<file path="config.mk">
export PLATFORM = sky130hd
export DESIGN_NAME = register_file
export DESIGN_NICKNAME = d
export VERILOG_FILES = /design/src/rtl/cpu_pkg.sv /design/src/rtl/register_file.sv
export VERILOG_INCLUDE_DIRS = /design/src /design/src/rtl
export SDC_FILE = /design/constraint.sdc
export NUM_CORES = 2
export LEC_CHECK = 0
export BUFFER_PORTS_ARGS = -buffer_cell sky130_fd_sc_hd__buf_2
export CAP_MARGIN = 20
export CORE_MARGIN = 1.5
export CORE_UTILIZATION = 59
export DETAILED_ROUTE_END_ITERATION = 8
export MAX_ROUTING_LAYER = met4
export PLACE_DENSITY = 0.76
export SETUP_SLACK_MARGIN = 0.1
export SYNTH_ARGS = -nofsm -noshare
export SYNTH_HDL_FRONTEND = slang
export SYNTH_SLANG_ARGS = --single-unit
export TNS_END_PERCENT = 20
</file>
<file path="constraint.sdc">
create_clock -name i_clk_1hz -period 4.9 [get_ports i_clk_1hz]
set_input_delay 0.245 -clock i_clk_1hz [delete_from_list [all_inputs] [get_ports i_clk_1hz]]
set_output_delay 0.245 -clock i_clk_1hz [all_outputs]
set_load 0.01 [all_outputs]
</file>
<file path="src/rtl/cpu_defines.svh">
// shared width, reset and encoding macros for the two-stage rv64 core
`ifndef CPU_DEFINES_SVH
`define CPU_DEFINES_SVH

// datapath and address width, rv64
`define CPU_XLEN 64

// every instruction is one 32-bit word, no compressed encodings
`define CPU_ILEN 32

// register index width, 32 integer registers
`define CPU_REG_ADDR_W 5

// program counter after reset
`define CPU_RESET_PC 64'h0000_0000_0000_0000

// addi x0, x0, 0
// the fetch register holds this after reset so the first execute cycle does nothing
`define CPU_NOP_INSTR 32'h0000_0013

// default pc step and jal link offset
`define CPU_INSTR_BYTES 4

`endif

</file>
<file path="src/rtl/cpu_pkg.sv">
// types shared between fetch, decode, register file and execute
`include "cpu_defines.svh"

package cpu_pkg;

    // major opcodes of the supported subset
    typedef enum logic [6:0] {
        OPC_LUI    = 7'b0110111,
        OPC_AUIPC  = 7'b0010111,
        OPC_OP_IMM = 7'b0010011,  // addi only
        OPC_OP     = 7'b0110011,  // add, sub
        OPC_LOAD   = 7'b0000011,  // lb, ld
        OPC_STORE  = 7'b0100011,  // sd
        OPC_BRANCH = 7'b1100011,  // beq, bne
        OPC_JAL    = 7'b1101111
    } opcode_e;

    typedef enum logic [1:0] {
        ALU_ADD    = 2'b00,  // rs1 + operand b
        ALU_SUB    = 2'b01,  // rs1 - operand b
        ALU_PASS_B = 2'b10,  // lui result is the immediate itself
        ALU_ADD_PC = 2'b11   // auipc and jal link
    } alu_op_e;

    typedef enum logic {
        MEM_BYTE   = 1'b0,
        MEM_DOUBLE = 1'b1
    } mem_size_e;

    typedef enum logic [1:0] {
        BR_NONE = 2'b00,
        BR_EQ   = 2'b01,
        BR_NE   = 2'b10,
        BR_JUMP = 2'b11  // unconditional
    } branch_e;

    // fetch register contents
    typedef struct packed {
        logic                   valid;  // low means bubble
        logic [`CPU_XLEN-1:0]   pc;
        logic [`CPU_ILEN-1:0]   instr;
    } fetch_packet_t;

    typedef struct packed {
        logic [`CPU_REG_ADDR_W-1:0] rd;
        logic [`CPU_REG_ADDR_W-1:0] rs1;
        logic [`CPU_REG_ADDR_W-1:0] rs2;
        logic [`CPU_XLEN-1:0]       imm;  // already sign extended
        alu_op_e                    alu_op;
        logic                       use_imm;
        logic                       reg_write;
        logic                       mem_read;
        logic                       mem_write;
        mem_size_e                  mem_size;
        branch_e                    branch;
    } decoded_instr_t;

    typedef struct packed {
        logic                       en;
        logic [`CPU_REG_ADDR_W-1:0] addr;
        logic [`CPU_XLEN-1:0]       data;
    } writeback_t;

    typedef struct packed {
        logic                 valid;
        logic [`CPU_XLEN-1:0] target;
    } redirect_t;

endpackage

</file>
<file path="src/rtl/register_file.sv">
// 32 x 64-bit integer register file with two async read ports and x0 tied to zero
`timescale 1ns/100ps
`include "cpu_defines.svh"

module register_file (
    input  logic                         i_clk_1hz,
    input  logic                         i_reset_n,
    input  logic [`CPU_REG_ADDR_W-1:0]   i_rs1_addr,
    input  logic [`CPU_REG_ADDR_W-1:0]   i_rs2_addr,
    output logic [`CPU_XLEN-1:0]         o_rs1_data,
    output logic [`CPU_XLEN-1:0]         o_rs2_data,
    input  cpu_pkg::writeback_t          i_writeback
);

    localparam int NUM_REGS = 1 << `CPU_REG_ADDR_W;

    logic [`CPU_XLEN-1:0] regs [NUM_REGS];

    // reads are combinational, x0 never leaves zero
    assign o_rs1_data = (i_rs1_addr == '0) ? '0 : regs[i_rs1_addr];
    assign o_rs2_data = (i_rs2_addr == '0) ? '0 : regs[i_rs2_addr];

    // write lands at the end of the execute cycle
    // so the next instruction already sees it
    always_ff @(posedge i_clk_1hz or negedge i_reset_n) begin
        if (!i_reset_n) begin
            for (int i = 0; i < NUM_REGS; i++) begin
                regs[i] <= '0;
            end
        end else if (i_writeback.en && i_writeback.addr != '0) begin  // drop writes to x0
            regs[i_writeback.addr] <= i_writeback.data;
        end
    end

endmodule

</file>
---- Yosys cells after proc, flatten, opt, wreduce, memory -nomap -nowiden ----
Index checks and enable logic that the tools add are counted.
operators by class
  order comparisons ....................... 4
  muxes and demuxes ....................... 11
  bitwise logic cells ..................... 3
  reductions and logical operators ........ 5
operators with widths
  operator                                                                      count
  2048-bit bitwise mux                                                          1
  64-bit binary-select mux with 5-bit select                                    2
  64-bit two-way mux                                                            7
  64-bit demux with 5-bit select                                                1
  6-bit >= comparator, second input constant                                    3
  5-bit inverter with 6-bit output                                              3
  5-bit zero test                                                               2
  6-bit by 1-bit less-than comparator with 1-bit output, second input constant  1
  5-bit nonzero test                                                            1
  1-bit logical AND                                                             2
word-level totals
  register bits after elaboration ......... 2048
  bits of input ports ..................... 82
  output and inout port bits .............. 128
  word-level logic and storage cells ...... 55

---- Longest topological paths before layout ----
  word-level depth ........................ 6
  mapped depth ............................ 10
  depth with buffers taken out ............ 4

---- Worst setup path before layout ----
Ideal clock, no wire load.
  path kind ............................... input -> output
  start ................................... input port i_rs2_addr[0]
  end ..................................... output port o_rs2_data[43]
  data arrival time ....................... 1.962 ns
  data required time ...................... 4.655 ns
  slack ................................... 2.693 ns
  stages .................................. 9
  buffers on the path ..................... 6
  path through ............................ buf_2 -> buf_6 -> buf_6 -> buf_6 -> buf_6 -> clkbuf_1 -> mux2i_1 -> mux2i_1 -> a221oi_1
between the ends
  word-level cells in the longest chain between the ends .. 5
  elaborated cells on any way between the ends .. 6
  those cells by class .................... 4 x mux; 1 x bitwise; 1 x reduce/logical
ends and longest elaborated chain
  item                                                    RTL line             source
  start, declared                                         register_file.sv:9   input logic [`CPU_REG_ADDR_W-1:0] i_rs2_addr,
  5-bit inverter with 6-bit output (not written as such)  register_file.sv:21  assign o_rs2_data = (i_rs2_addr == '0) ? '0 : regs[i_rs2_addr];
  64-bit binary-select mux with 5-bit select              register_file.sv:21
  64-bit two-way mux (not written as such) (2 in series)  register_file.sv:21
  64-bit two-way mux (*)                                  register_file.sv:21
  end, declared                                           register_file.sv:11  output logic [`CPU_XLEN-1:0] o_rs2_data,
Every way passes the cells marked *; elsewhere a longest branch is shown, timed or not. The select of a mux whose other input is x is not followed.

---- Final worst setup path ----
  start ................................... input port i_rs1_addr[3]
  end ..................................... output port o_rs1_data[53]
between the ends
  word-level cells in the longest chain between the ends .. 5
  elaborated cells on any way between the ends .. 6
  those cells by class .................... 4 x mux; 1 x bitwise; 1 x reduce/logical
ends and longest elaborated chain
  item                                                    RTL line             source
  start, declared                                         register_file.sv:8   input logic [`CPU_REG_ADDR_W-1:0] i_rs1_addr,
  5-bit inverter with 6-bit output (not written as such)  register_file.sv:20  assign o_rs1_data = (i_rs1_addr == '0) ? '0 : regs[i_rs1_addr];
  64-bit binary-select mux with 5-bit select              register_file.sv:20
  64-bit two-way mux (not written as such) (2 in series)  register_file.sv:20
  64-bit two-way mux (*)                                  register_file.sv:20
  end, declared                                           register_file.sv:10  output logic [`CPU_XLEN-1:0] o_rs1_data,
Marks and branches as above.

==> impl_metrics.json <==
{
  "status": "finished clean",
  "end_kind": "output pin",
  "reg_top3": "regs: 2048 flops",
  "drive_gt1_share_pct": 51.8,
  "slowest_delay_ns": 1.02,
  "fin_area_mm2": 0.119,
  "share_comb_of_total_power_pct": 20.6,
  "relSlewSlack_pct": 19.8,
  "largest_register": "regs",
  "cts_tree": "yes",
  "numCtsBuffers": 212,
  "place_area_mm2": 0.111,
  "synthToLayoutAreaGrowth_pct": 10.2,
  "clock-skew-final_ns": 0,
  "period_minus_slack_ns": 3.57,
  "synth_edf_count": 0,
  "fin_cells": 9374,
  "ys_seq_area_share_pct": 47.4,
  "syn_area_per_cell_um2": 15.6,
  "ant_nets": 0,
  "dp.cells": 8910,
  "fmax_mhz": 280,
  "port_buffers": 209,
  "synthFlopType": "dfrtp_1",
  "initial_core_util_pct": 59.6,
  "cts.sinks": 2048,
  "path_cells": "buf_8 > nor2b_4 > a22o_1 > a211oi_1 > nor4_1 > buf_2",
  "synth_mux_area_share_pct": 45.1,
  "drtIter0Drc": 7548,
  "tns_ns": 0,
  "htreeDepth": 4,
  "final-hold-violation-count": 0,
  "period_share_pct": 72.8,
  "synth_fa_ha_area_share_pct": 0,
  "viasPerCell": 7.31,
  "cts_setup_buffers": 0,
  "required_ns": 4.66,
  "synth_compound_area_share_pct": 2.81,
  "switching_power_mw": 13.5,
  "rsz0062_at_grt": "false",
  "path_clk_slew_ns": 0.07,
  "synth_simple_gate_area_share_pct": 1.33,
  "netlist_instances": 6934,
  "regArea_mm2": 0.0512,
  "die_w_um": 431,
  "postLayoutSetupSlackWorst_ns": 1.33,
  "post-dp-hpwl_um": 183000,
  "via_count": 68530,
  "ios": 210,
  "power_frac_seq_pct": 45.4,
  "firstDrtPassIters": 6,
  "cts-root-buf": "clkbuf_16",
  "grt_overflow": 0,
  "start_kind": "primary input",
  "drc_errors": 0,
  "core_area_mm2": 0.181,
  "nets": 6900,
  "grt_pass1_wl_um": 489000,
  "crit_buf_inv": 2,
  "wl_per_cell_um": 35.3,
  "r2r_slack_ns": 4.07,
  "syn_nets": 7016,
  "async_flop_share_pct": 100,
  "yosys_warnings": 0,
  "clockBufferDepth": 3,
  "fp.dieArea_mm2": 0.186,
  "setup.worst_path.class": "primary input to output pin",
  "worstPathArrival_ns": 3.32,
  "ys_types": 49,
  "synth_top_area_share_pct": 47.4,
  "worst_pin_slew_ns": 1.20,
  "total_power_mw": 49.6,
  "largest_reg_flops": 2048,
  "path_delay_family": "simple AND/OR/NAND/NOR gates",
  "internal_power_mw": 36.1,
  "multi_input_comb_area_mm2": 0.0535,
  "clk_latency_ns": 0.87,
  "ys_ff_latch": 2048,
  "antenna_found_initial": 13,
  "fill_cells": 12425,
  "cap_violations": 0,
  "syn_area_mm2": 0.108,
  "rows": 156,
  "p_leak_nw": 52.4,
  "synth_top_family_by_area": "multiplexers",
  "cp_max_fo": 52,
  "post-place-ws_ns": 1.40,
  "synth_xor_area_share_pct": 0,
  "place.gp.congestion": 0.845,
  "cp_slowest_cell": "nor2b_4",
  "hold_class": "primary input to flop",
  "powerDensity_mw_per_mm2": 416,
  "clkPwrFrac_pct": 34.0,
  "first_global_vias": 71036,
  "setup-violations-final": 0,
  "drv_slew": 0,
  "peakVddDrop_v": 0.000345,
  "die_h_um": 431,
  "track_usage_pct": 37.1,
  "p_sw_share_pct": 27.3,
  "grt_max_degree": 144,
  "synthTopCellsByArea": "dfrtp_1 (47%), mux4_2 (20%), mux2_2 (19%)",
  "yosys.area.top_type": "dfrtp_1",
  "finalWirelength_um": 331000
}
## metal layers
| metal | wire length [um] | GRT usage, % | vias up |
|---|---|---|---|
| li1 | - | - | 26695 |
| met2 | 159000 | 57.2 | 3576 |
| met3 | 27900 | 7.02 | 999 |
| met4 | 18800 | 17.9 | 0 |
| met1 | 126000 | 47.9 | 37260 |
| met5 | 0 | - | - |
## metrics by stage
step                hold slack, ns  utilization [%]
global placement             0.360             61.3
global route                0.0485             65.7
CTS                        0.00309             65.7
finish                      0.0346             65.7
detailed placement           0.363             61.3
floorplan                  -0.0506                -
## power by group through the flow
stage	Sequential (mW)	Combinational [mW]	Clock, mW
after detailed placement	22.7	10.1	0
after CTS	22.4	10.2	17.0
after floorplan	21.8	7.75	0
after global placement	22.4	9.83	0
after global routing	22.9	10.9	17.7
final	22.5	10.2	16.9
## layout make-up
class / count / share of cell area [%]
Antenna cell: 8 / 0.0168
Clock buffer: 310 / 5.28
Clock inverter: 82 / 0.807
Inverter: 2 / 0.00840
Multi-Input combinational cell: 4073 / 44.9
Sequential cell: 2048 / 43.0
Tap cell: 2370 / 2.49
Timing Repair Buffer: 481 / 3.45
## worst paths after layout
kind / startpoint / cells after the start / endpoint
max in group asynchronous: i_reset_n / 4 / regs[2006]
min in group asynchronous: i_reset_n / 2 / regs[1403]
min reg2reg: regs[2002] / 0 / regs[2002]
max reg2reg: regs[1120] / 1 / regs[1120]
max: i_rs1_addr[3] / 6 / o_rs1_data[53]
min: i_writeback[27] / 2 / regs[1883]
## cells in the mapped netlist (18+ instances only)
cell type / instances
or2_1: 39
clkbuf_1: 459
buf_1: 37
buf_6: 18
a221oi_1: 53
buf_4: 38
nor2_1: 36
mux4_2: 971
nand2_1: 43
buf_2: 259
o22a_1: 42
mux2_2: 1828
dfrtp_1: 2048
a22o_1: 58
nor3_1: 24
nor2b_1: 43
mux2i_1: 396
mux2_1: 208
o22ai_1: 126
o21ai_0: 45
## placed cells by master, fill, tap and decap left out, types with 17 or more instances in the layout
cell,count
mux2_1,208
nand2_1,24
o22ai_1,126
buf_2,200
nor3_1,24
o21ai_0,45
o22a_1,42
nor2b_1,40
or2_1,39
nor2_4,17
clkbuf_8,59
buf_4,145
mux4_2,971
dfrtp_1,2048
clkbuf_1,38
mux2i_1,396
a221oi_1,53
dlygate4sd3_1,63
buf_12,62
clkbuf_16,214
a22o_1,58
nand2_4,18
bufinv_16,18
nor2_1,30
mux2_2,1828
clkinv_2,47
## kinds of logic (layout without fill, tap and decap cells)
family,count (synthesis),after routing
AO/OA/AOI/OAI,409,409
buffers and inverters,813,875
flip-flops,2048,2048
multiplexers,3403,3403
other,0,8
AND/OR/NAND/NOR,261,261
## repair_timing
item	CTS	global route
hold endpoints to repair	1581	0
hold buffers	63	0
gates resized for setup	0	0
No activity file was read; power rests on OpenSTA's default activity.
