$ cat src/rtl/cpu_defines.svh
// shared width, reset and encoding macros for the two-stage rv64 core
`ifndef CPU_DEFINES_SVH
`define CPU_DEFINES_SVH

// datapath and address width, rv64
`define CPU_XLEN 64

// every instruction is one 32-bit word, no compressed encodings
`define CPU_ILEN 32

// register index width, 32 integer registers
`define CPU_REG_ADDR_W 5

// program counter after reset
`define CPU_RESET_PC 64'h0000_0000_0000_0000

// addi x0, x0, 0
// the fetch register holds this after reset so the first execute cycle does nothing
`define CPU_NOP_INSTR 32'h0000_0013

// default pc step and jal link offset
`define CPU_INSTR_BYTES 4

`endif

$ cat src/rtl/cpu_pkg.sv
// types shared between fetch, decode, register file and execute
`include "cpu_defines.svh"

package cpu_pkg;

    // major opcodes of the supported subset
    typedef enum logic [6:0] {
        OPC_LUI    = 7'b0110111,
        OPC_AUIPC  = 7'b0010111,
        OPC_OP_IMM = 7'b0010011,  // addi only
        OPC_OP     = 7'b0110011,  // add, sub
        OPC_LOAD   = 7'b0000011,  // lb, ld
        OPC_STORE  = 7'b0100011,  // sd
        OPC_BRANCH = 7'b1100011,  // beq, bne
        OPC_JAL    = 7'b1101111
    } opcode_e;

    typedef enum logic [1:0] {
        ALU_ADD    = 2'b00,  // rs1 + operand b
        ALU_SUB    = 2'b01,  // rs1 - operand b
        ALU_PASS_B = 2'b10,  // lui result is the immediate itself
        ALU_ADD_PC = 2'b11   // auipc and jal link
    } alu_op_e;

    typedef enum logic {
        MEM_BYTE   = 1'b0,
        MEM_DOUBLE = 1'b1
    } mem_size_e;

    typedef enum logic [1:0] {
        BR_NONE = 2'b00,
        BR_EQ   = 2'b01,
        BR_NE   = 2'b10,
        BR_JUMP = 2'b11  // unconditional
    } branch_e;

    // fetch register contents
    typedef struct packed {
        logic                   valid;  // low means bubble
        logic [`CPU_XLEN-1:0]   pc;
        logic [`CPU_ILEN-1:0]   instr;
    } fetch_packet_t;

    typedef struct packed {
        logic [`CPU_REG_ADDR_W-1:0] rd;
        logic [`CPU_REG_ADDR_W-1:0] rs1;
        logic [`CPU_REG_ADDR_W-1:0] rs2;
        logic [`CPU_XLEN-1:0]       imm;  // already sign extended
        alu_op_e                    alu_op;
        logic                       use_imm;
        logic                       reg_write;
        logic                       mem_read;
        logic                       mem_write;
        mem_size_e                  mem_size;
        branch_e                    branch;
    } decoded_instr_t;

    typedef struct packed {
        logic                       en;
        logic [`CPU_REG_ADDR_W-1:0] addr;
        logic [`CPU_XLEN-1:0]       data;
    } writeback_t;

    typedef struct packed {
        logic                 valid;
        logic [`CPU_XLEN-1:0] target;
    } redirect_t;

endpackage

$ cat src/rtl/execute_stage.sv
// execute stage with alu, branch compare, memory request, load extension and writeback
`timescale 1ns/100ps
`include "cpu_defines.svh"

module execute_stage (
    input  cpu_pkg::fetch_packet_t   i_fetch,
    input  cpu_pkg::decoded_instr_t  i_decoded,
    input  logic [`CPU_XLEN-1:0]     i_rs1_data,
    input  logic [`CPU_XLEN-1:0]     i_rs2_data,
    input  logic [`CPU_XLEN-1:0]     i_dmem_rdata,  // read data for o_dmem_addr, same cycle
    output logic [`CPU_XLEN-1:0]     o_dmem_addr,
    output logic [`CPU_XLEN-1:0]     o_dmem_wdata,
    output logic                     o_dmem_we,
    output cpu_pkg::writeback_t      o_writeback,
    output cpu_pkg::redirect_t       o_redirect
);

    import cpu_pkg::*;

    logic [`CPU_XLEN-1:0] op_b;
    logic [`CPU_XLEN-1:0] alu_result;
    logic [`CPU_XLEN-1:0] load_data;
    logic [`CPU_XLEN-1:0] branch_target;
    logic                 branch_taken;

    // second operand
    // jal uses the instruction size so the add-pc path gives the link address
    always_comb begin
        if (i_decoded.branch == BR_JUMP) begin
            op_b = `CPU_XLEN'(`CPU_INSTR_BYTES);
        end else if (i_decoded.use_imm) begin
            op_b = i_decoded.imm;
        end else begin
            op_b = i_rs2_data;
        end
    end

    always_comb begin
        case (i_decoded.alu_op)
            ALU_ADD:    alu_result = i_rs1_data + op_b;  // add, addi, load/store address
            ALU_SUB:    alu_result = i_rs1_data - op_b;
            ALU_PASS_B: alu_result = op_b;               // lui
            ALU_ADD_PC: alu_result = i_fetch.pc + op_b;  // auipc or jal link
            default:    alu_result = i_rs1_data + op_b;
        endcase
    end

    // data memory request, addressed by rs1 + imm
    assign o_dmem_addr  = alu_result;
    assign o_dmem_wdata = i_rs2_data;       // sd stores all 64 bits of rs2
    assign o_dmem_we    = i_decoded.mem_write;  // one-cycle strobe, decoder clears it for bubbles

    // lb sign extends the addressed byte, ld takes the whole word
    always_comb begin
        case (i_decoded.mem_size)
            MEM_BYTE:   load_data = {{(`CPU_XLEN-8){i_dmem_rdata[7]}}, i_dmem_rdata[7:0]};
            MEM_DOUBLE: load_data = i_dmem_rdata;
            default:    load_data = i_dmem_rdata;
        endcase
    end

    always_comb begin
        o_writeback.en   = i_decoded.reg_write;
        o_writeback.addr = i_decoded.rd;
        o_writeback.data = i_decoded.mem_read ? load_data : alu_result;
    end

    // branch and jump targets are both pc-relative
    assign branch_target = i_fetch.pc + i_decoded.imm;

    always_comb begin
        case (i_decoded.branch)
            BR_EQ:   branch_taken = (i_rs1_data == i_rs2_data);
            BR_NE:   branch_taken = (i_rs1_data != i_rs2_data);
            BR_JUMP: branch_taken = 1'b1;
            default: branch_taken = 1'b0;  // not a control-flow instruction
        endcase
    end

    // a taken redirect makes fetch drop the word it is capturing
    // which gives the one-cycle bubble
    always_comb begin
        o_redirect.valid  = branch_taken;
        o_redirect.target = branch_target;
    end

endmodule

$ cat config.mk
export PLATFORM = sky130hd
export DESIGN_NAME = execute_stage
export DESIGN_NICKNAME = d
export VERILOG_FILES = /design/src/rtl/cpu_pkg.sv /design/src/rtl/execute_stage.sv
export VERILOG_INCLUDE_DIRS = /design/src /design/src/rtl
export SDC_FILE = /design/constraint.sdc
export NUM_CORES = 1
export LEC_CHECK = 0
export ABC_CLOCK_PERIOD_IN_PS = 17900
export BUFFER_PORTS_ARGS = -buffer_cell sky130_fd_sc_hd__buf_4
export CELL_PAD_IN_SITES_DETAIL_PLACEMENT = 1
export CELL_PAD_IN_SITES_GLOBAL_PLACEMENT = 2
export CORE_MARGIN = 2
export CORE_UTILIZATION = 29
export DETAILED_ROUTE_END_ITERATION = 6
export PLACE_DENSITY_LB_ADDON = 0.1
export SYNTH_ARGS = -nofsm -noshare
export SYNTH_HDL_FRONTEND = slang
export SYNTH_SLANG_ARGS = --single-unit
$ cat constraint.sdc
create_clock -name vclk -period 17.9
set_input_delay 3.58 -clock vclk [all_inputs]
set_output_delay 3.58 -clock vclk [all_outputs]
set_load 0.01 [all_outputs]
# Word-level counts from Yosys, hierarchy flattened
# Cells that the tools add are included.
word_totals:
  word_cells: 20
  regBits: 0
classes:
  n_mux: 6
  n_eq_ne: 8
  reduce_logical: 1
  n_addsub: 4
  n_bitwise: 1
op_table:
  columns: ["operator", "n"]
  rows:
  - ["case mux 64 bit (4 select lines)", 1]
  - ["adder 64 bit", 3]
  - ["2-to-1 mux 64 bit", 3]
  - ["case mux 64 bit (2 select lines)", 1]
  - ["equality test 64 bit", 1]
  - ["inequality test 64 bit", 1]
  - ["subtractor 64 bit", 1]
  - ["equality test 2 bit (second input constant)", 4]
  - ["equality test 2 x 1 -> 1 bit (second input constant)", 2]
  - ["case mux 1 bit (3 select lines)", 1]
  - ["logical NOT 2 bit", 1]
  - ["inverter 1 bit", 1]

# Depth between registers and ports, before layout
# Gate-level depths: netlist of run 1.
depth:
  ltp_word: 5
  mapped_depth: 18

# Least setup slack after synthesis of run 1
# OpenSTA, ideal clock, no wires.
synth_path:
  path_kind: "input -> output"
  from: "input i_decoded[6] in the netlist's numbering"
  to: "output o_writeback[58] in the netlist's numbering"
  t_arrival_ns: 7.427
  setup_slack_ns: 6.893
  stages: 16
  path_buffers: 2
  required_time_ns: 14.320
  cell_sequence: "clkbuf_1 clkbuf_1 mux2i_1 nor2_1 ha_1 fa_1 a21o_2 nand4_1 a211oi_4 a21bo_2 a21oi_2 o31ai_1 a21o_1 mux2_1 a221o_1 o21a_1"
synth_lines:
  columns: ["item", "line", "rtl"]
  rows:
  - ["start: declaration", "execute_stage.sv:7", "input cpu_pkg::decoded_instr_t i_decoded,"]
  - ["end: declaration", "execute_stage.sv:14", "output cpu_pkg::writeback_t o_writeback,"]

==> results of run 1 <==
## worst max path at each step
stage	start	endpoint	slack [ns]
floorplan	i_decoded[6]	o_writeback[58]	6.89
global placement	i_decoded[0]	o_writeback[44]	5.40
detailed placement	i_decoded[0]	o_writeback[44]	5.32
CTS	i_decoded[0]	o_writeback[44]	5.29
global route	i_decoded[0]	o_writeback[44]	4.95
finish	i_decoded[0]	o_writeback[44]	5.21
## synth_stat cells (9+ instances only)
library cell	instances	area share [%]
a211oi_1	22	0.96
a22oi_1	14	0.61
xnor2_1	161	8.2
nand4_1	70	2.5
a221oi_1	33	1.7
a31oi_1	36	1.3
o211ai_1	20	0.87
buf_2	11	0.32
mux2_2	88	5.8
nor2b_1	23	0.84
o221ai_1	9	0.46
nand2b_1	23	0.84
nor2_1	180	3.9
ha_1	201	15
xor2_1	66	3.4
and2_1	13	0.47
o21a_1	44	1.9
or3_1	16	0.58
nor4_1	13	0.47
o31ai_1	12	0.52
o21bai_1	41	1.8
o21ai_0	121	3.5
a21oi_1	320	9.3
nand2_1	248	5.4
and4_1	10	0.51
buf_4	74	3.2
mux2i_1	63	3.7
clkbuf_1	111	2.4
and3_1	20	0.73
inv_1	117	2.6
nor3_1	36	1.0
o21ai_1	10	0.29
nand3_1	39	1.1
a21o_1	103	4.5
## per-stage QoR
| stage | hold WS (ns) | util (%) | setup WS, ns | cell area (µm²) |
|---|---|---|---|---|
| finish | 7.16 | 36.5 | 5.21 | 21500 |
| global placement | 7.16 | 36.5 | 5.40 | 21500 |
| floorplan | 7.25 | - | 6.89 | 17200 |
| detailed placement | 7.16 | 36.5 | 5.32 | 21500 |
| global route | 7.16 | 36.5 | 4.95 | 21500 |
| CTS | 7.16 | 36.5 | 5.29 | 21500 |
## worst max-delay path, delay by kind of cell
kind | cells | cell delay (ns)
fa+ha+maj | 2 | 0.64
simple gates | 3 | 0.94
mux | 2 | 0.59
buf+inv | 3 | 0.69
compound gates | 7 | 2.61
## placed cells by master (no fill, tap or decap), types with 63 or more instances in the layout
cell and n:
mux2i_1 63, nor2_1 180, mux2_2 88, xor2_1 66, a21o_1 103, buf_4 597, ha_1 198, nand2_1 248
nand4_1 70, inv_1 117, o21ai_0 121, a21oi_1 320, xnor2_1 161
## cell type report
class | count | area, µm²
Multi-Input combinational cell | 2203 | 15600
Inverter | 118 | 443
Timing Repair Buffer | 597 | 4480
Fill cell | 7462 | 37300
Tap cell | 773 | 967
Antenna cell | 5 | 12.5
## kinds of logic after synthesis
| family | count (synthesis) | share of synthesized area (%) |
|---|---|---|
| xor gates and xnor gates | 227 | 11.6 |
| AOI/OAI and AO/OA | 892 | 34.1 |
| muxes | 152 | 9.50 |
| adders and majority gates | 204 | 15.0 |
| buffers and inverters | 335 | 9.68 |
| and+or+nand+nor | 728 | 20.2 |
## metal layers
| layer | routed length (µm) | global-route usage [%] | share of wire [%] |
|---|---|---|---|
| met1 | 42800 | 39.5 | 43 |
| met2 | 48100 | 53.5 | 48 |
| met3 | 6040 | 4.76 | 6.0 |
| met4 | 3300 | 9.07 | 3.3 |
| met5 | 46 | 0 | 0.046 |
==> reports/metrics.yaml, run 1 <==
final_layout:
  finalNonFillerCells: 3696
  seqCellArea_um2: 0
  drive_gt1_share_pct: 25.6
  nets: 3501
  syn_to_final_growth_pct: 24.9
  nClkBuffers: 0
  design.seq.count: 0
global_route:
  antenna_found_initial: 8
  grt_start_max_net_pins: 81
  grt_pass1_vias: 21448
  grt_pass1_wl_um: 143000
  grt-ovfl-total: 0
  grt.total_usage_pct: 31.0
routing:
  drtAntennaViolNets: 0
  dr.pass1.iters: 7
  drc_errors: 1
  drt_iter0_drc: 1104
  routed_wl_um: 100000
  vias: 21298
  wl_per_cell_um: 27.1
  viasPerCell: 5.76
placed_design:
  dp_cells: 3691
  port_buffers: 584
  gp_congestion: 0.956
  dpl.hpwl_um: 86900
worst_setup_path:
  crit_slowest_cell: "a22oi_1"
  critPathRequiredTime_ns: 14.32
  worstPathMaxFanout: 29
  critPathLaunchType: "input pin"
  crit_path_end_kind: "primary output"
  critical_path.max_stage_delay_ns: 0.60
  cp_common_cell: "buf_4"
  cp.arrival_ns: 9.11
  crit_type: "input pin to primary output"
  path_cells: "buf_4, and2_2, buf_4, nor2_1, ha_1, fa_1, nand2b_1, a21oi_1, o21ai_1, a21oi_1, a31oi_1, o221ai_1, a21boi_0, mux2_2, a22oi_1, mux2_2, buf_4"
yosys:
  syn-cell-area_um2: 17200
  synth_seq_area_share_pct: 0
  synthCells: 2538
  syn-num-nets: 3119
  synth_cell_types: 106
  avgSynthCellArea_um2: 6.77
  yosys_warnings: 0
clock_tree:
  hold_buffers: 0
  cts_post_setup_buffers_inserted: 0
  post_cts_resized: 0
hold_path:
  hold_start: "i_decoded[3]"
  whs_path_depth: 0
  min_to: "o_dmem_we"
  worstHoldPathType: "input pin to primary output"
sta:
  maxSlewHeadroom_pct: 19.9
  final_hold_viol_count: 0
  setup_tns_ns: 0
  min_period_over_period_pct: 70.9
  setup_viol: 0
  min_period_ns: 12.69
  slew_violations: 0
  max_freq_ghz: 0.0788
  rsz0062_at_grt: "no"
  worstMarginPinSlew_ns: 1.19
flow_run:
  drv_cap: 0
floorplan:
  rows: 89
  initial_core_util_pct: 29.2
  die_w_um: 247
  die_area_um2: 61200
  ios: 641
  dieHeight_um: 247
  core_area_um2: 58800
status:
  violations: "design-rule violations"
  status: "complete, but fails checks"
==> run 2: changes to the inputs <==
--- a/config.mk
+++ b/config.mk
@@ -6,12 +6,13 @@
 export SDC_FILE = /design/constraint.sdc
 export NUM_CORES = 1
 export LEC_CHECK = 0
-export ABC_CLOCK_PERIOD_IN_PS = 17900
+export ABC_CLOCK_PERIOD_IN_PS = 11000
 export BUFFER_PORTS_ARGS = -buffer_cell sky130_fd_sc_hd__buf_4
 export CELL_PAD_IN_SITES_DETAIL_PLACEMENT = 1
 export CELL_PAD_IN_SITES_GLOBAL_PLACEMENT = 2
+export CORE_ASPECT_RATIO = 1.1
 export CORE_MARGIN = 2
-export CORE_UTILIZATION = 29
+export CORE_UTILIZATION = 25
 export DETAILED_ROUTE_END_ITERATION = 6
 export PLACE_DENSITY_LB_ADDON = 0.1
 export SYNTH_ARGS = -nofsm -noshare
==> constraint.sdc (replaced) <==
create_clock -name vclk -period 11
set_input_delay 2.2 -clock vclk [all_inputs]
set_output_delay 2.2 -clock vclk [all_outputs]
set_load 0.01 [all_outputs]
==> run 2 against run 1 <==
Net effect:
- the flow now finishes without violations
- non-clock buffer count is 4 higher
- count of clock-buffer cells in the layout is the same
- utilization decreased by 4.6 points
- wire length up 4.9%
- critical path depth down 2
- first-iteration DRC count grew 0.36%
- worst hold slack worse by 2.8 ns
- via count decreased by 1.4%
- die area increased by 16%
- highest routed layer is now met4
- setup slack worse by 3.9 ns
- final area up 0.96%
==> reports/metrics.yaml, run 2 (synthesis results as in run 1) <==
worst_setup_path:
  crit_slowest_cell: "o31ai_1"
  cp_common_cell: "buf_4"
  critical_path.max_stage_delay_ns: 0.93
  critPathBufInv: 4
  path_cells: "buf_4, ha_2, buf_4, buf_4, mux2_2, ha_1, nand2_1, nor2_1, nand4_1, o31ai_1, a21o_1, mux2_1, a221o_1, o21a_1, buf_4"
  critPathLaunchType: "input pin"
  critPathRequiredTime_ns: 8.80
  worstPathMaxFanout: 26
  critPathTopFamily: "compound AO/OA/AOI/OAI gates"
  cp.arrival_ns: 7.49
  crit_type: "input pin to primary output"
  crit_path_end_kind: "primary output"
routing:
  wl_per_cell_um: 27.4
  drtAntennaViolNets: 0
  dr.pass1.iters: 5
  vias: 21002
  routed_wl_um: 105000
  viasPerCell: 5.47
  drt_iter0_drc: 1108
  drc_errors: 0
final_layout:
  nClkBuffers: 0
  design.seq.count: 0
  syn_to_final_growth_pct: 26.1
  finalNonFillerCells: 3843
  final_cell_mix: "600 x buf_4, 320 x a21oi_1, 248 x nand2_1"
  final_common_cell: "buf_4"
  seqCellArea_um2: 0
  final_util_pct: 32.0
  nets: 3505
  drive_gt1_share_pct: 25.7
floorplan:
  die_area_um2: 70900
  initial_core_util_pct: 25.4
  ios: 641
  rows: 100
  dieHeight_um: 279
  core_area_um2: 67800
  die_w_um: 254
sta:
  min_period_ns: 9.69
  max_freq_ghz: 0.103
  holdWs_ns: 4.40
  min_period_over_period_pct: 88.1
  slew_violations: 0
  setup_tns_ns: 0
  final_hold_viol_count: 0
  worstMarginPinSlew_ns: 1.19
  maxSlewHeadroom_pct: 20.5
  setup_viol: 0
  rsz0062_at_grt: "no"
status:
  status: "finished, final reports clean"
clock_tree:
  cts_post_setup_buffers_inserted: 0
  hold_buffers: 0
  post_cts_resized: 0
pwr:
  power.density_nw_per_um2: 88.9
  ir_drop_uv: 56.0
  leakage_nw: 9.92
placed_design:
  dpl.hpwl_um: 92300
  dp_cells: 3840
  gp_congestion: 0.932
  port_buffers: 584
global_route:
  antenna_found_initial: 3
  grt-ovfl-total: 0
  grt_start_max_net_pins: 110
  grt.total_usage_pct: 28.4
  grt_pass1_vias: 21861
  grt_pass1_wl_um: 150000
flow_run:
  drv_cap: 0
hold_path:
  worstHoldPathType: "input pin to primary output"
[run 2: changes by cell type in the layout (fill, tap and decap cells not counted), sizes merged]
cell,delta
diode,-2
buf,+4
[run 2: per-layer routing]
layer / up-vias / wire length [µm] / global-route usage (%)
met3: 102 / 2960 / 1.05
met4: 0 / 3820 / 8.81
met1: 10356 / 44100 / 34.9
met2: 494 / 54200 / 52.9
li1: 10050 / - / -
met5: - / 0 / 0
[run 2: area by class of cell]
type | count | area, µm²
well taps | 918 | 1150
multi-input cells | 2203 | 15600
fillers | 8547 | 46100
diodes | 3 | 7.51
inverters | 118 | 443
repair buffers | 601 | 4520
[run 2: final timing paths]
kind | depth (start not counted) | end | from | slack [ns]
setup / recovery | 15 | o_writeback[58] | i_decoded[8] | 1.31
hold / removal | 0 | o_dmem_we | i_decoded[3] | 4.40
[run 2: power breakdown]
part	internal, mW	switching (mW)	total, mW
clock network	0.0000000366	0	0.0000000366
registers	0	0	0
logic	0.775	1.15	1.93
[run 2: per-stage QoR]
step           power (mW)  worst slack, ns  area, µm²
6_report             1.93             1.31      21700
5_1_grt              2.08             1.07      21700
4_1_cts              1.93             1.27      21700
3_5_place_dp         1.92             1.29      21700
3_3_place_gp         1.91             1.34      21700
2_1_floorplan        1.10             2.75      17200
Power figures use the tool's default switching activity.
==> run 3: changes to the inputs <==
--- a/config.mk
+++ b/config.mk
@@ -15,6 +15,8 @@
 export CORE_UTILIZATION = 25
 export DETAILED_ROUTE_END_ITERATION = 6
 export PLACE_DENSITY_LB_ADDON = 0.1
+export REMOVE_ABC_BUFFERS = 1
 export SYNTH_ARGS = -nofsm -noshare
 export SYNTH_HDL_FRONTEND = slang
 export SYNTH_SLANG_ARGS = --single-unit
+export TNS_END_PERCENT = 30
==> constraint.sdc (replaced) <==
create_clock -name vclk -period 11
set_input_delay 0.55 -clock vclk [all_inputs]
set_output_delay 0.55 -clock vclk [all_outputs]
set_load 0.01 [all_outputs]
==> run 3 against run 2 <==
Net effect:
- fmax increased by 51%
- sequential share of layout area unchanged
- utilization decreased by 0.052 points
- cell count decreased by 0.16%
- first-iteration DRC count decreased by 2.5%
- wire length decreased by 3.5%
- sequential cell count unchanged
- worst hold slack got worse by 3.3 ns
- via count decreased by 0.38%
- total power decreased by 2.3%
- non-clock buffer count decreased by 4
- count of clock-buffer cells in the layout unchanged
- critical path type unchanged
- largest cell class unchanged
==> reports/metrics.yaml, run 3 (synthesis results as in run 1) <==
final_layout:
  drive_gt1_share_pct: 25.6
  syn_to_final_growth_pct: 25.9
  seqCellArea_um2: 0
  final_util_pct: 31.9
  fill_cells: 8572
  final_cell_mix: "597 x buf_4, 320 x a21oi_1, 248 x nand2_1"
  nets: 3501
  final_common_cell: "buf_4"
  design.seq.count: 0
  nClkBuffers: 0
  multi_input_area_um2: 15600
worst_setup_path:
  path_cells: "buf_4, ha_4, buf_4, nand2_1, o21ai_0, ha_1, fa_1, a21o_2, nand4_1, a211oi_4, a21bo_2, a21oi_2, o31ai_1, a21o_1, mux2_1, a221o_1, o21a_1, buf_4"
  critical_path.max_stage_delay_ns: 0.96
  cp_common_cell: "buf_4"
  critPathTopFamily: "compound AO/OA/AOI/OAI gates"
  worstPathMaxFanout: 35
  critPathRequiredTime_ns: 10.45
  crit_path_end_kind: "primary output"
  cp.arrival_ns: 5.86
  critPathBufInv: 3
  crit_slowest_cell: "o31ai_1"
  crit_type: "input pin to primary output"
  critPathLaunchType: "input pin"
floorplan:
  dieHeight_um: 279
  die_w_um: 254
  ios: 641
  die_area_um2: 70900
  core_area_um2: 67800
  initial_core_util_pct: 25.4
  rows: 100
sta:
  rsz0062_at_grt: "no"
  min_period_over_period_pct: 58.3
  setup_viol: 0
  slew_violations: 0
  worstMarginPinSlew_ns: 1.13
  maxSlewHeadroom_pct: 24.2
  max_freq_ghz: 0.156
  setup_tns_ns: 0
  min_period_ns: 6.41
  final_hold_viol_count: 0
placed_design:
  port_buffers: 584
  dpl.hpwl_um: 88100
  gp_congestion: 0.914
routing:
  drtAntennaViolNets: 0
  wl_per_cell_um: 26.4
  viasPerCell: 5.45
  dr.pass1.iters: 5
  drt_iter0_drc: 1080
  routed_wl_um: 101000
  drc_errors: 0
  vias: 20922
global_route:
  grt_pass1_vias: 21752
  antenna_found_initial: 3
  grt.total_usage_pct: 27.2
  grt-ovfl-total: 0
  grt_start_max_net_pins: 63
  grt_pass1_wl_um: 145000
clock_tree:
  hold_buffers: 0
  cts_post_setup_buffers_inserted: 0
  post_cts_resized: 0
status:
  status: "finished, final reports clean"
pwr:
  power.density_nw_per_um2: 87.0
  ir_drop_uv: 34.5
  leakage_nw: 9.90
hold_path:
  worstHoldPathType: "input pin to primary output"
flow_run:
  drv_cap: 0
-- run 3: worst paths after layout --
kind	to	from	slack (ns)	cells past startpoint
max	o_writeback[58]	i_decoded[8]	4.59	18
min	o_writeback[65]	i_decoded[84]	1.10	0
-- run 3: where the power goes --
group / leakage [nW] / switching, mW / total [mW] / internal [mW]
logic: 9.90 / 1.11 / 1.88 / 0.771
registers: 0 / 0 / 0 / 0
clock network: 0.00000634 / 0 / 0.0000000122 / 0.0000000122
-- run 3: routing by layer --
layer  part of all wire (%)  wire (µm)  global-route usage, %
met3                    3.3       3320                   1.59
met2                     51      51600                   50.6
met5                  0.013         13                      0
met1                     43      43800                   33.9
met4                    2.6       2670                   6.06
-- run 3: per-stage QoR --
step	hold WS (ns)	std cells	worst slack, ns	cell area [µm²]	total power [mW]
after detailed placement	1.10	3836	4.60	21600	1.87
after global placement	1.10	3836	4.66	21600	1.86
after CTS	1.10	3836	4.59	21600	1.89
final	1.10	3837	4.59	21600	1.88
after floorplan	1.10	2321	5.28	16000	1.05
after global routing	1.10	3837	4.32	21600	2.03
-- run 3: cell type report --
type | instances | area share, %
multi-input cells | 2203 | 71.9
repair buffers | 597 | 20.7
well taps | 918 | 5.31
inverters | 118 | 2.05
diodes | 1 | 0.0116
