`src/rtl/cpu_defines.svh`:
```
// shared width, reset and encoding macros for the two-stage rv64 core
`ifndef CPU_DEFINES_SVH
`define CPU_DEFINES_SVH

// datapath and address width, rv64
`define CPU_XLEN 64

// every instruction is one 32-bit word, no compressed encodings
`define CPU_ILEN 32

// register index width, 32 integer registers
`define CPU_REG_ADDR_W 5

// program counter after reset
`define CPU_RESET_PC 64'h0000_0000_0000_0000

// addi x0, x0, 0
// the fetch register holds this after reset so the first execute cycle does nothing
`define CPU_NOP_INSTR 32'h0000_0013

// default pc step and jal link offset
`define CPU_INSTR_BYTES 4

`endif

```
`src/rtl/cpu_pkg.sv`:
```
// types shared between fetch, decode, register file and execute
`include "cpu_defines.svh"

package cpu_pkg;

    // major opcodes of the supported subset
    typedef enum logic [6:0] {
        OPC_LUI    = 7'b0110111,
        OPC_AUIPC  = 7'b0010111,
        OPC_OP_IMM = 7'b0010011,  // addi only
        OPC_OP     = 7'b0110011,  // add, sub
        OPC_LOAD   = 7'b0000011,  // lb, ld
        OPC_STORE  = 7'b0100011,  // sd
        OPC_BRANCH = 7'b1100011,  // beq, bne
        OPC_JAL    = 7'b1101111
    } opcode_e;

    typedef enum logic [1:0] {
        ALU_ADD    = 2'b00,  // rs1 + operand b
        ALU_SUB    = 2'b01,  // rs1 - operand b
        ALU_PASS_B = 2'b10,  // lui result is the immediate itself
        ALU_ADD_PC = 2'b11   // auipc and jal link
    } alu_op_e;

    typedef enum logic {
        MEM_BYTE   = 1'b0,
        MEM_DOUBLE = 1'b1
    } mem_size_e;

    typedef enum logic [1:0] {
        BR_NONE = 2'b00,
        BR_EQ   = 2'b01,
        BR_NE   = 2'b10,
        BR_JUMP = 2'b11  // unconditional
    } branch_e;

    // fetch register contents
    typedef struct packed {
        logic                   valid;  // low means bubble
        logic [`CPU_XLEN-1:0]   pc;
        logic [`CPU_ILEN-1:0]   instr;
    } fetch_packet_t;

    typedef struct packed {
        logic [`CPU_REG_ADDR_W-1:0] rd;
        logic [`CPU_REG_ADDR_W-1:0] rs1;
        logic [`CPU_REG_ADDR_W-1:0] rs2;
        logic [`CPU_XLEN-1:0]       imm;  // already sign extended
        alu_op_e                    alu_op;
        logic                       use_imm;
        logic                       reg_write;
        logic                       mem_read;
        logic                       mem_write;
        mem_size_e                  mem_size;
        branch_e                    branch;
    } decoded_instr_t;

    typedef struct packed {
        logic                       en;
        logic [`CPU_REG_ADDR_W-1:0] addr;
        logic [`CPU_XLEN-1:0]       data;
    } writeback_t;

    typedef struct packed {
        logic                 valid;
        logic [`CPU_XLEN-1:0] target;
    } redirect_t;

endpackage

```
`src/rtl/instr_decoder.sv`:
```
// instruction decoder producing register indices, immediates and control fields
`timescale 1ns/100ps
`include "cpu_defines.svh"

module instr_decoder (
    input  cpu_pkg::fetch_packet_t   i_fetch,
    output cpu_pkg::decoded_instr_t  o_decoded
);

    import cpu_pkg::*;

    logic [`CPU_ILEN-1:0] instr;
    opcode_e              opcode;
    logic [2:0]           funct3;
    logic [6:0]           funct7;
    logic [`CPU_XLEN-1:0] imm_i;
    logic [`CPU_XLEN-1:0] imm_s;
    logic [`CPU_XLEN-1:0] imm_b;
    logic [`CPU_XLEN-1:0] imm_u;
    logic [`CPU_XLEN-1:0] imm_j;

    assign instr  = i_fetch.instr;
    assign opcode = opcode_e'(instr[6:0]);
    assign funct3 = instr[14:12];
    assign funct7 = instr[31:25];

    // immediate formats, all sign extended from instr[31]
    assign imm_i = {{(`CPU_XLEN-12){instr[31]}}, instr[31:20]};               // addi, loads
    assign imm_s = {{(`CPU_XLEN-12){instr[31]}}, instr[31:25], instr[11:7]};  // stores
    assign imm_b = {{(`CPU_XLEN-13){instr[31]}}, instr[31], instr[7],
                    instr[30:25], instr[11:8], 1'b0};                         // branches, bit 0 is zero
    assign imm_u = {{(`CPU_XLEN-32){instr[31]}}, instr[31:12], 12'b0};        // lui, auipc
    assign imm_j = {{(`CPU_XLEN-21){instr[31]}}, instr[31], instr[19:12],
                    instr[20], instr[30:21], 1'b0};                           // jal

    always_comb begin
        // everything inactive unless a supported encoding matches
        o_decoded           = '0;
        o_decoded.rd        = instr[11:7];
        o_decoded.rs1       = instr[19:15];
        o_decoded.rs2       = instr[24:20];
        o_decoded.imm       = imm_i;
        o_decoded.alu_op    = ALU_ADD;
        o_decoded.mem_size  = MEM_DOUBLE;
        o_decoded.branch    = BR_NONE;

        if (i_fetch.valid) begin  // bubbles decode as nop
            case (opcode)
                OPC_LUI: begin
                    o_decoded.imm       = imm_u;
                    o_decoded.alu_op    = ALU_PASS_B;
                    o_decoded.use_imm   = 1'b1;
                    o_decoded.reg_write = 1'b1;
                end
                OPC_AUIPC: begin
                    o_decoded.imm       = imm_u;
                    o_decoded.alu_op    = ALU_ADD_PC;  // pc of this instruction + imm
                    o_decoded.use_imm   = 1'b1;
                    o_decoded.reg_write = 1'b1;
                end
                OPC_OP_IMM: begin
                    if (funct3 == 3'b000) begin  // addi
                        o_decoded.use_imm   = 1'b1;
                        o_decoded.reg_write = 1'b1;
                    end
                end
                OPC_OP: begin
                    if (funct3 == 3'b000 && funct7 == 7'b0000000) begin  // add
                        o_decoded.reg_write = 1'b1;
                    end else if (funct3 == 3'b000 && funct7 == 7'b0100000) begin
                        o_decoded.alu_op    = ALU_SUB;
                        o_decoded.reg_write = 1'b1;
                    end
                end
                OPC_LOAD: begin
                    // address is rs1 + imm_i through the alu
                    if (funct3 == 3'b000 || funct3 == 3'b011) begin
                        o_decoded.use_imm   = 1'b1;
                        o_decoded.reg_write = 1'b1;
                        o_decoded.mem_read  = 1'b1;
                        o_decoded.mem_size  = (funct3 == 3'b000) ? MEM_BYTE : MEM_DOUBLE;
                    end
                end
                OPC_STORE: begin
                    if (funct3 == 3'b011) begin  // sd only
                        o_decoded.imm       = imm_s;
                        o_decoded.use_imm   = 1'b1;
                        o_decoded.mem_write = 1'b1;
                    end
                end
                OPC_BRANCH: begin
                    o_decoded.imm = imm_b;
                    if (funct3 == 3'b000) begin
                        o_decoded.branch = BR_EQ;
                    end else if (funct3 == 3'b001) begin
                        o_decoded.branch = BR_NE;
                    end
                end
                OPC_JAL: begin
                    o_decoded.imm       = imm_j;
                    o_decoded.alu_op    = ALU_ADD_PC;  // link = pc + 4
                    o_decoded.reg_write = 1'b1;
                    o_decoded.branch    = BR_JUMP;
                end
                default: ;  // unsupported opcode stays a nop
            endcase
        end
    end

endmodule

```
`config.mk`:
```
export PLATFORM = sky130hd
export DESIGN_NAME = instr_decoder
export DESIGN_NICKNAME = d
export VERILOG_FILES = /design/src/rtl/cpu_pkg.sv /design/src/rtl/instr_decoder.sv
export VERILOG_INCLUDE_DIRS = /design/src /design/src/rtl
export SDC_FILE = /design/constraint.sdc
export NUM_CORES = 1
export LEC_CHECK = 0
export ABC_AREA = 1
export BUFFER_PORTS_ARGS = -buffer_cell sky130_fd_sc_hd__buf_2
export CORE_AREA = 2 2 71 73
export DETAILED_ROUTE_END_ITERATION = 10
export DIE_AREA = 0 0 73 75
export PLACE_DENSITY = 0.75
export SLEW_MARGIN = 5
export SYNTH_ARGS = -nofsm -noshare
export SYNTH_HDL_FRONTEND = slang
export SYNTH_SLANG_ARGS = --single-unit
```
`constraint.sdc`:
```
create_clock -name vclk -period 0.9
set_input_delay 0 -clock vclk [all_inputs]
set_output_delay 0 -clock vclk [all_outputs]
set_load 0.005 [all_outputs]
```
Yosys cells after proc, flatten, opt, wreduce, memory -nomap -nowiden --
Index checks and enable logic that the tools add are counted.
Storage, ports and cells: bits in registers 0, bits in latches 0, word-level logic and storage cells 40, bits of input ports 97, memory bits (read-only) 0, memories 0, RAM bits 0, output and inout port bits 88
Operators by class: eq/ne operators 11, add/subtract/negate cells 0, $mul 0, div/mod/pow operators 0, order comparisons 0, muxes and demuxes 21, shift-type cells 0, bitwise operators 0, reduce and logical (&&, ||, !) cells 8
Operator list (number):
- 31-bit one-hot mux with 4 select lines | 1
- 40-bit 2-to-1 mux | 1
- 7-bit by 6-bit equality test with 1-bit output, second input constant | 4
- 7-bit by 5-bit equality test with 1-bit output, second input constant | 2
- 7-bit equality test, second input constant | 2
- 1-bit 2-to-1 mux | 9
- 2-bit 2-to-1 mux | 4
- 1-bit one-hot mux with 4 select lines | 2
- 7-bit by 2-bit equality test with 1-bit output, second input constant | 1
- 7-bit logical NOT | 1
- 2-bit one-hot mux with 3 select lines | 1
- 5-bit 2-to-1 mux | 1
- 2-bit one-hot mux with 2 select lines | 1
- 2-bit OR reduction | 2
- 3-bit by 1-bit equality test with 1-bit output, second input constant | 1
- 3-bit by 2-bit equality test with 1-bit output, second input constant | 1
- 3-bit logical NOT | 1
- 3-bit 2-to-1 mux | 1
- 3-bit OR reduction | 1
- 1-bit logical AND | 2
- 1-bit logical OR | 1

Depth between registers and ports, before layout --
Gate-level depths: netlist of run 1.
word-level depth 6, gate-level depth with buffers 9, depth with buffers taken out 9

Least setup slack after synthesis of run 1 --
OpenSTA, ideal clock, no wires.
path type input to output, from in i_fetch[1] (netlist bit), to out o_decoded[10] (netlist bit), buffers on the path 0, slack 0.121 ns, required time 0.900 ns, stages on the path 7, arrival time 0.779 ns, cell sequence nand2_1 -> nor2_2 -> nand2_1 -> nand3_2 -> nand3_4 -> nand2_1 -> nand2_1
RTL lines:
- start, declared | line instr_decoder.sv:6 | input cpu_pkg::fetch_packet_t i_fetch,
- end, declared | line instr_decoder.sv:7 | output cpu_pkg::decoded_instr_t o_decoded

==> results.ini, run 1 <==
[timing]
drv_slew = 0
hold_viol = 0
fmax_ghz = 0.958
tns_ps = -3340
finalSetupViolations = 36
worst_slack_ps = -144
rsz0062_at_grt = yes
fin_crit_sh_pct = 116
post-route-min-period_ps = 1040
max_slew_margin_pct = 82.1
hold-worst-slack_ps = 189
tightest_slew_ps = 267

[drt]
viasPerCell = 4.35
first_pass_iters = 4
drt_iter0_drc = 13
drc_errors = 0
num_vias = 1544
routed_wl_um = 4190
wl_per_cell_um = 11.8
ant_nets = 0

[final_layout]
diodes = 0
ff_latch_area_um2 = 0
clkbuf_count = 0
nets = 400
utilization_pct = 42.8
finalNonFillerCells = 355
syn_to_final_growth_pct = 82.3
numSequentialCells = 0
drive_gt1_share_pct = 74.4

[critical_path]
cp.arrival_ps = 1040
worst_setup_path_end_kind = output port
path_max_fanout = 6
critPathRequiredTime_ps = 900
crit_path_start_kind = input port
crit_type = in2out
critPathLaunch = i_fetch[3]

[grt]
antenna_found_initial = 0
grt_pass1_vias = 1292
grt_max_degree = 18
grt_pass1_wl_um = 5960
grt_overflow = 0
grt_use_total_pct = 13.5

[synth]
yosysUniqueCellTypes = 25
netlist_instances = 195
syn_area_um2 = 1090
synth_area_per_cell_um2 = 5.61
syn_nets = 292
seq_area_frac_synth_pct = 0
synth_warnings = 0

[floorplanning]
dieArea_um2 = 5480
start_util_pct = 23.5
die_x_um = 73
core_area_um2 = 4660
pin_count = 185
die_y_um = 75
rows = 25

[place]
dp.cells = 349
post-dp-hpwl_um = 3440
numPortBuffers = 121
gp_congestion = 0.886

[power]
power_w = 0.000735
peakVddDrop_v = 0.000194
leakage_nw = 1.20
powerDensity_nw_per_um2 = 368

[worst_hold_path]
min_path_type = in2out
hold_path.startpoint = i_fetch[17]

[flow_run]
maxCapViolations = 0

[status]
violations = negative setup slack
status = finished, violations left

-- where the power goes --
| part | total (W) | internal, W | switching, W |
|---|---|---|---|
| Sequential | 0 | 0 | 0 |
| Combinational | 0.000735 | 0.000379 | 0.000356 |
| Clock | 0 | 0 | 0 |
-- critical path, cell delays in order --
cell,delay (ps)
buf_8,100
buf_6,110
nor2_4,110
nand2_4,90
nor2_8,170
inv_6,70
nand2_4,80
buf_6,130
o21ai_2,50
buf_2,130
-- through the flow --
stage | instance area, um^2 | setup WS [ps]
after CTS | 1800 | -127
after global routing | 2000 | -210
after detailed placement | 1610 | -221
after floorplan | 1090 | 121
final | 2000 | -144
after global placement | 1610 | -208
-- worst paths after layout --
check	endpoint	cells past startpoint
worst max-delay path	o_decoded[35]	10
worst min-delay path	o_decoded[80]	2
-- synthesized netlist by cell type (2+ instances only) --
| cell type | number | area share [%] |
|---|---|---|
| nand2_4 | 2 | 2.1 |
| buf_4 | 48 | 33 |
| o22ai_1 | 2 | 1.1 |
| nor2_2 | 3 | 1.7 |
| o21ai_1 | 3 | 1.4 |
| inv_4 | 2 | 1.1 |
| nand2_1 | 59 | 20 |
| o21ai_0 | 2 | 0.91 |
| o21ai_2 | 4 | 3.2 |
| a21oi_1 | 4 | 1.8 |
| nor2_1 | 7 | 2.4 |
| nand4_1 | 6 | 3.4 |
| nand3_1 | 14 | 6.4 |
| inv_1 | 23 | 7.9 |
| inv_2 | 2 | 0.69 |
| nor2_4 | 2 | 2.1 |
| nand2_2 | 4 | 2.3 |
-- layer usage --
layer / part of all wire, % / wire length (um) / track usage [%]
met1: 43 / 1820 / 18.9
met2: 49 / 2070 / 23.4
met3: 6.8 / 286 / 1.47
met4: 0.43 / 18 / 0.617
met5: 0 / 0 / 0
-- cell usage in the layout, fill, tap and decap left out --
cell type    n
inv_8        1
nor3_2       1
o21ai_2      6
o22ai_2      1
a21oi_2      1
inv_1       13
buf_6       21
nor2_8       1
nand2_4     11
inv_2        8
nand3_2      3
a21oi_1      3
nand2_1     36
nand3_1     11
buf_8        3
nand3b_1     1
inv_4        3
nand2_2     18
nand3_4      2
nor2_2       4
nand4_1      6
o21ai_1      3
inv_6        2
buf_12       1
nor2_1       3
buf_2      104
nor2_4       5
o22ai_1      1
buf_4       28
-- cell families (layout without fill, tap and decap cells) --
family | after synthesis | count (layout) | share of synthesized area, %
buffers and inverters | 78 | 184 | 45.5
AOI/OAI and AO/OA | 15 | 15 | 8.46
and+or+nand+nor | 102 | 102 | 46.1
-- area by class of cell --
class,count,area (um^2)
well taps,54,67.6
repair buffers,157,1030
inverters,27,126
fillers,514,2670
multi-input cells,117,769
-- repair_timing --
| action | 4_1_cts | 5_1_grt |
|---|---|---|
| endpoints found under the setup margin | 39 | 39 |
| buffers inserted | 4 | 2 |
| gates resized for setup | 44 | 52 |
| hold buffers | 0 | 0 |
| pin swaps | 18 | 17 |
| hold endpoints to repair | 0 | 0 |
Note: power is estimated with default switching activity, not from simulation.
==> run 2, diff against run 1 <==
--- a/config.mk
+++ b/config.mk
@@ -11,7 +11,7 @@
 export CORE_AREA = 2 2 71 73
 export DETAILED_ROUTE_END_ITERATION = 10
 export DIE_AREA = 0 0 73 75
-export PLACE_DENSITY = 0.75
+export PLACE_DENSITY_LB_ADDON = 0.25
 export SLEW_MARGIN = 5
 export SYNTH_ARGS = -nofsm -noshare
 export SYNTH_HDL_FRONTEND = slang
==> run 2 against run 1 <==
The flow still finishes with violations (negative setup slack). Sequential share of layout area unchanged. Final cell count is the same. Combinational power is 5.7% lower. Total power down 5.8%. First-iteration DRC count decreased by 23%. Die area stayed put. Worst setup slack improved by 27 ps. Sequential cell count stayed put.
==> results.ini, run 2 (synthesis gave the netlist of run 1 again) <==
[drt]
viasPerCell = 4.32  ; -0.65%
ant_nets = 0  ; unchanged
drc_errors = 0  ; unchanged
num_vias = 1534  ; -0.65%
routed_wl_um = 4200  ; +0.21%
first_pass_iters = 4  ; unchanged
drt_iter0_drc = 10  ; -3
wl_per_cell_um = 11.8  ; +0.21%

[timing]
fin_crit_sh_pct = 113  ; -3.0 points
finalSetupViolations = 38  ; +5.6%
rsz0062_at_grt = yes
fmax_ghz = 0.983  ; +2.6%
post-route-min-period_ps = 1020  ; -26.6 ps
max_slew_margin_pct = 82.5  ; +0.39 points
hold_viol = 0  ; unchanged
hold-worst-slack_ps = 199  ; +10.6 ps
drv_slew = 0  ; unchanged
worst_slack_ps = -117  ; +26.6 ps
tightest_slew_ps = 262  ; -5.77 ps

[final_layout]
final_common_cell = buf_2
numSequentialCells = 0  ; unchanged
final_area_um2 = 1960  ; -1.6%
final_cell_mix = buf_2, nand2_1, buf_4
diodes = 0  ; unchanged
nets = 400  ; unchanged
clkbuf_count = 0  ; unchanged
drive_gt1_share_pct = 73.8  ; -0.66 points
syn_to_final_growth_pct = 79.4
ff_latch_area_um2 = 0  ; unchanged
utilization_pct = 42.1  ; -0.67 points

[critical_path]
crit_type = in2out
critPathLaunch = i_fetch[2]
crit_path_start_kind = input port
cp.arrival_ps = 1020  ; -20 ps
cp_slowest_cell = buf_4
slowest_delay_ps = 120  ; -50 ps
path_max_fanout = 4  ; -2
critPathRequiredTime_ps = 900  ; about the same
critical_path.cell_chain = buf_8 -> inv_6 -> nand2_4 -> nor2_4 -> buf_4 -> buf_6 -> buf_4 -> nand3_1 -> nand2_1 -> nand3_1 -> nand2_1 -> buf_2
worst_setup_path_end_kind = output port

[floorplanning]
core_area_um2 = 4660  ; unchanged
pin_count = 185  ; unchanged
dieArea_um2 = 5480  ; unchanged
die_y_um = 75  ; unchanged
rows = 25  ; unchanged
die_x_um = 73  ; unchanged
start_util_pct = 23.5  ; unchanged

[grt]
grt_max_degree = 35  ; +17
grt_pass1_wl_um = 5820  ; -2.4%
antenna_found_initial = 0  ; unchanged
grt_overflow = 0  ; unchanged
grt_pass1_vias = 1253  ; -3.0%
grt_use_total_pct = 13.2  ; -0.31 points

[worst_hold_path]
min_path_type = in2out
hold_path_end = o_decoded[78]
hold_path.startpoint = i_fetch[15]
whs_path_depth = 2  ; unchanged

[flow_run]
maxCapViolations = 0  ; unchanged

[place]
numPortBuffers = 121  ; unchanged
gp_congestion = 0.844  ; -4.7%
post-dp-hpwl_um = 3320  ; -3.5%
placed_area_um2 = 1570  ; -2.6%

[power]
peakVddDrop_v = 0.000216  ; +12%
powerDensity_nw_per_um2 = 353  ; -4.3%
leakage_nw = 1.18  ; -1.3%

[status]
status = finished, violations left
violations = negative setup slack

-- run 2: changes by cell type in the layout (fill, tap and decap cells not counted), moves of 2 or more --
cell | before | now
buf_6 | 21 | 17
nand2_1 | 36 | 39
nand3_1 | 11 | 8
inv_2 | 8 | 3
nand3_2 | 3 | 5
buf_2 | 104 | 112
nor2_4 | 5 | 7
inv_1 | 13 | 17
nor2_1 | 3 | 0
nand2_4 | 11 | 8
buf_4 | 28 | 25
inv_4 | 3 | 5
-- run 2: worst max path at each step --
| stage | to |
|---|---|
| after floorplan | o_decoded[10] |
| after global placement | o_decoded[12] |
| after global routing | o_decoded[10] |
| after CTS | o_decoded[35] |
| after detailed placement | o_decoded[12] |
| final | o_decoded[20] |
-- run 2: report_power, final --
group	internal, W	total, W	switching, W	leakage [nW]
registers	0	0	0	0
clock network	0	0	0	0
logic	0.000343	0.000693	0.000350	1.18
total	0.000343	0.000693	0.000350	1.18
-- run 2: per-stage QoR --
stage | power, W | TNS, ps | worst slack, ps | std cells
2_1_floorplan | 0.000339 | 0 | 121 | 195
3_3_place_gp | 0.000571 | -4430 | -180 | 345
3_5_place_dp | 0.000570 | -4760 | -197 | 345
4_1_cts | 0.000642 | -3280 | -134 | 351
5_1_grt | 0.000769 | -5910 | -219 | 355
6_report | 0.000693 | -3000 | -117 | 355
-- run 2: worst max-delay path, delay by kind of cell --
family	cells	cell delay, ps
buffers and inverters	6	570
AND/OR/NAND/NOR	6	450
-- run 2: final cells by class --
type	instances	area, um^2
fill	498	2700
timing repair buffer	157	990
multi-input combinational	117	783
inverter	27	124
tap	54	67.6
-- run 2: timing repair --
item / CTS / global route
setup buffers: 5 / 5
hold endpoints to repair: 0 / 0
setup endpoints to repair: 38 / 39
pin swaps: 13 / 16
gates resized for setup: 46 / 43
hold buffers: 0 / 0
cloned: 1 / 0
-- run 2: metal layers --
layer / global-route usage (%) / part of all wire, % / wire length (um)
met5: 0 / 0 / 0
met4: 0.412 / 1.3 / 55
met3: 1.87 / 9.1 / 382
met2: 22.4 / 48 / 2000
met1: 18.7 / 42 / 1760
==> run 3, diff against run 2 <==
==> constraint.sdc (replaced) <==
create_clock -name vclk -period 0.9
set_input_delay 0.135 -clock vclk [all_inputs]
set_output_delay 0.135 -clock vclk [all_outputs]
set_load 0.005 [all_outputs]
==> run 3 against run 2 <==
The run still ends with negative setup slack left. Worst setup slack worse by 260 ps. Combinational power rose by 4.3%. Maximum frequency shrank 20%. Total power up 4.4%. Sequential cell count unchanged. Count of clock-buffer cells in the layout did not move. Via count down 1.3%. Die area unchanged. Final cell count is 1.4% lower.
==> results.ini, run 3 (synthesis gave the netlist of run 1 again) <==
[place]
post-dp-hpwl_um = 3350  ; +1.1%
placed_area_um2 = 1710  ; +9.0%
dp.cells = 342  ; -0.87%
dp_slack_ps = -495  ; -298 ps
gp_congestion = 0.825  ; -2.3%
numPortBuffers = 121  ; unchanged

[critical_path]
worst_setup_path_end_kind = output port
crit_path_start_kind = input port
critPathLaunch = i_fetch[6]
crit_type = in2out
cp.arrival_ps = 1140  ; +120 ps
critPathRequiredTime_ps = 760  ; -140 ps
path_max_fanout = 5  ; +1

[timing]
finalSetupViolations = 40  ; +5.3%
hold_viol = 0  ; unchanged
drv_slew = 0  ; unchanged
tns_ps = -13040  ; -10,040 ps
hold-worst-slack_ps = 454  ; +254 ps
rsz0062_at_grt = yes
post-route-min-period_ps = 1280  ; +261 ps
worst_slack_ps = -378  ; -261 ps
fmax_ghz = 0.782  ; -20%
tightest_slew_ps = 264  ; +2.22 ps
fin_crit_sh_pct = 142  ; +29 points
max_slew_margin_pct = 82.4  ; -0.15 points

[worst_hold_path]
hold_path_end = o_decoded[87]
whs_path_depth = 2  ; unchanged
hold_path.startpoint = i_fetch[11]
min_path_type = in2out

[power]
powerDensity_nw_per_um2 = 350  ; -0.67%
peakVddDrop_v = 0.000199  ; -8.2%
leakage_nw = 1.19  ; +1.1%

[final_layout]
nets = 395  ; -1.3%
finalNonFillerCells = 350  ; -1.4%
final_cell_mix = buf_2, nand2_2, nand2_1
final_area_um2 = 2060  ; +5.1%
syn_to_final_growth_pct = 88.6
numSequentialCells = 0  ; unchanged
ff_latch_area_um2 = 0  ; unchanged
drive_gt1_share_pct = 77.7  ; +3.9 points
clkbuf_count = 0  ; unchanged
diodes = 0  ; unchanged
final_common_cell = buf_2

[drt]
viasPerCell = 4.33  ; +0.11%
wl_per_cell_um = 11.2  ; -5.4%
first_pass_iters = 4  ; unchanged
ant_nets = 0  ; unchanged
routed_wl_um = 3920  ; -6.7%
num_vias = 1514  ; -1.3%
drc_errors = 0  ; unchanged
drt_iter0_drc = 25  ; +15

[grt]
grt_use_total_pct = 12.4  ; -0.75 points
grt_max_degree = 33  ; -5.7%
antenna_found_initial = 0  ; unchanged
grt_pass1_wl_um = 5470  ; -5.9%
grt_pass1_vias = 1236  ; -1.4%
grt_overflow = 0  ; unchanged

[floorplanning]
die_y_um = 75  ; unchanged
core_area_um2 = 4660  ; unchanged
start_util_pct = 23.5  ; unchanged
die_x_um = 73  ; unchanged
pin_count = 185  ; unchanged
dieArea_um2 = 5480  ; unchanged
rows = 25  ; unchanged

[cts]
hold_buffers = 0  ; unchanged

[status]
status = finished, violations left
violations = negative setup slack

[flow_run]
maxCapViolations = 0  ; unchanged

## run 3: cell count changes in the layout (fill, tap and decap cells not counted), moves of 3 or more
cell     before  now
nand2_1      39   28
nand2_2      18   29
buf_6        17   12
inv_4         5    1
nand2_8       0    4
nand2_4       8    5
nor2_1        0    3
nor2_2        5    2
o21ai_1       3    0
o21ai_2       6    9
## run 3: layout make-up
class | count | area [um^2]
repair buffers | 151 | 973
fillers | 501 | 2600
multi-input cells | 118 | 873
inverters | 27 | 150
well taps | 54 | 67.6
## run 3: worst max path at each step
stage / endpoint / cells after the start
6_report: o_decoded[23] / 10
5_1_grt: o_decoded[10] / 10
3_5_place_dp: o_decoded[24] / 10
3_3_place_gp: o_decoded[24] / 10
2_1_floorplan: o_decoded[29] / 9
4_1_cts: o_decoded[11] / 9
## run 3: per-stage QoR
stage / power [W] / utilization [%]
floorplan: 0.000382 / -
global placement: 0.000632 / 36.8
detailed placement: 0.000632 / 36.8
CTS: 0.000695 / 40.9
global route: 0.000800 / 44.3
finish: 0.000723 / 44.3
## run 3: power by group
| part | internal, W | leakage [nW] | switching [W] |
|---|---|---|---|
| Sequential | 0 | 0 | 0 |
| Clock | 0 | 0 | 0 |
| Combinational | 0.000356 | 1.19 | 0.000367 |
## run 3: repair_timing
action / 4_1_cts / 5_1_grt
gates cloned: 0 / 2
gates resized for setup: 44 / 31
pin swaps: 23 / 18
endpoints found under the setup margin: 40 / 40
buffers inserted: 5 / 2
## run 3: worst max-delay path, cell delays in order
cell and delay (ps):
buf_12 110, inv_16 50, nand2_8 40, nor2_4 90
nand2_4 90, nor2_8 160, nor2_4 100, buf_4 140
o21ai_2 90, buf_2 120
## run 3: metal layers
| metal | GRT usage, % | vias up | part of all wire, % |
|---|---|---|---|
| met5 | 0 | - | 0 |
| li1 | - | 765 | - |
| met4 | 0 | 0 | 0 |
| met3 | 1.87 | 0 | 8.7 |
| met1 | 16.5 | 660 | 43 |
| met2 | 22.7 | 89 | 48 |
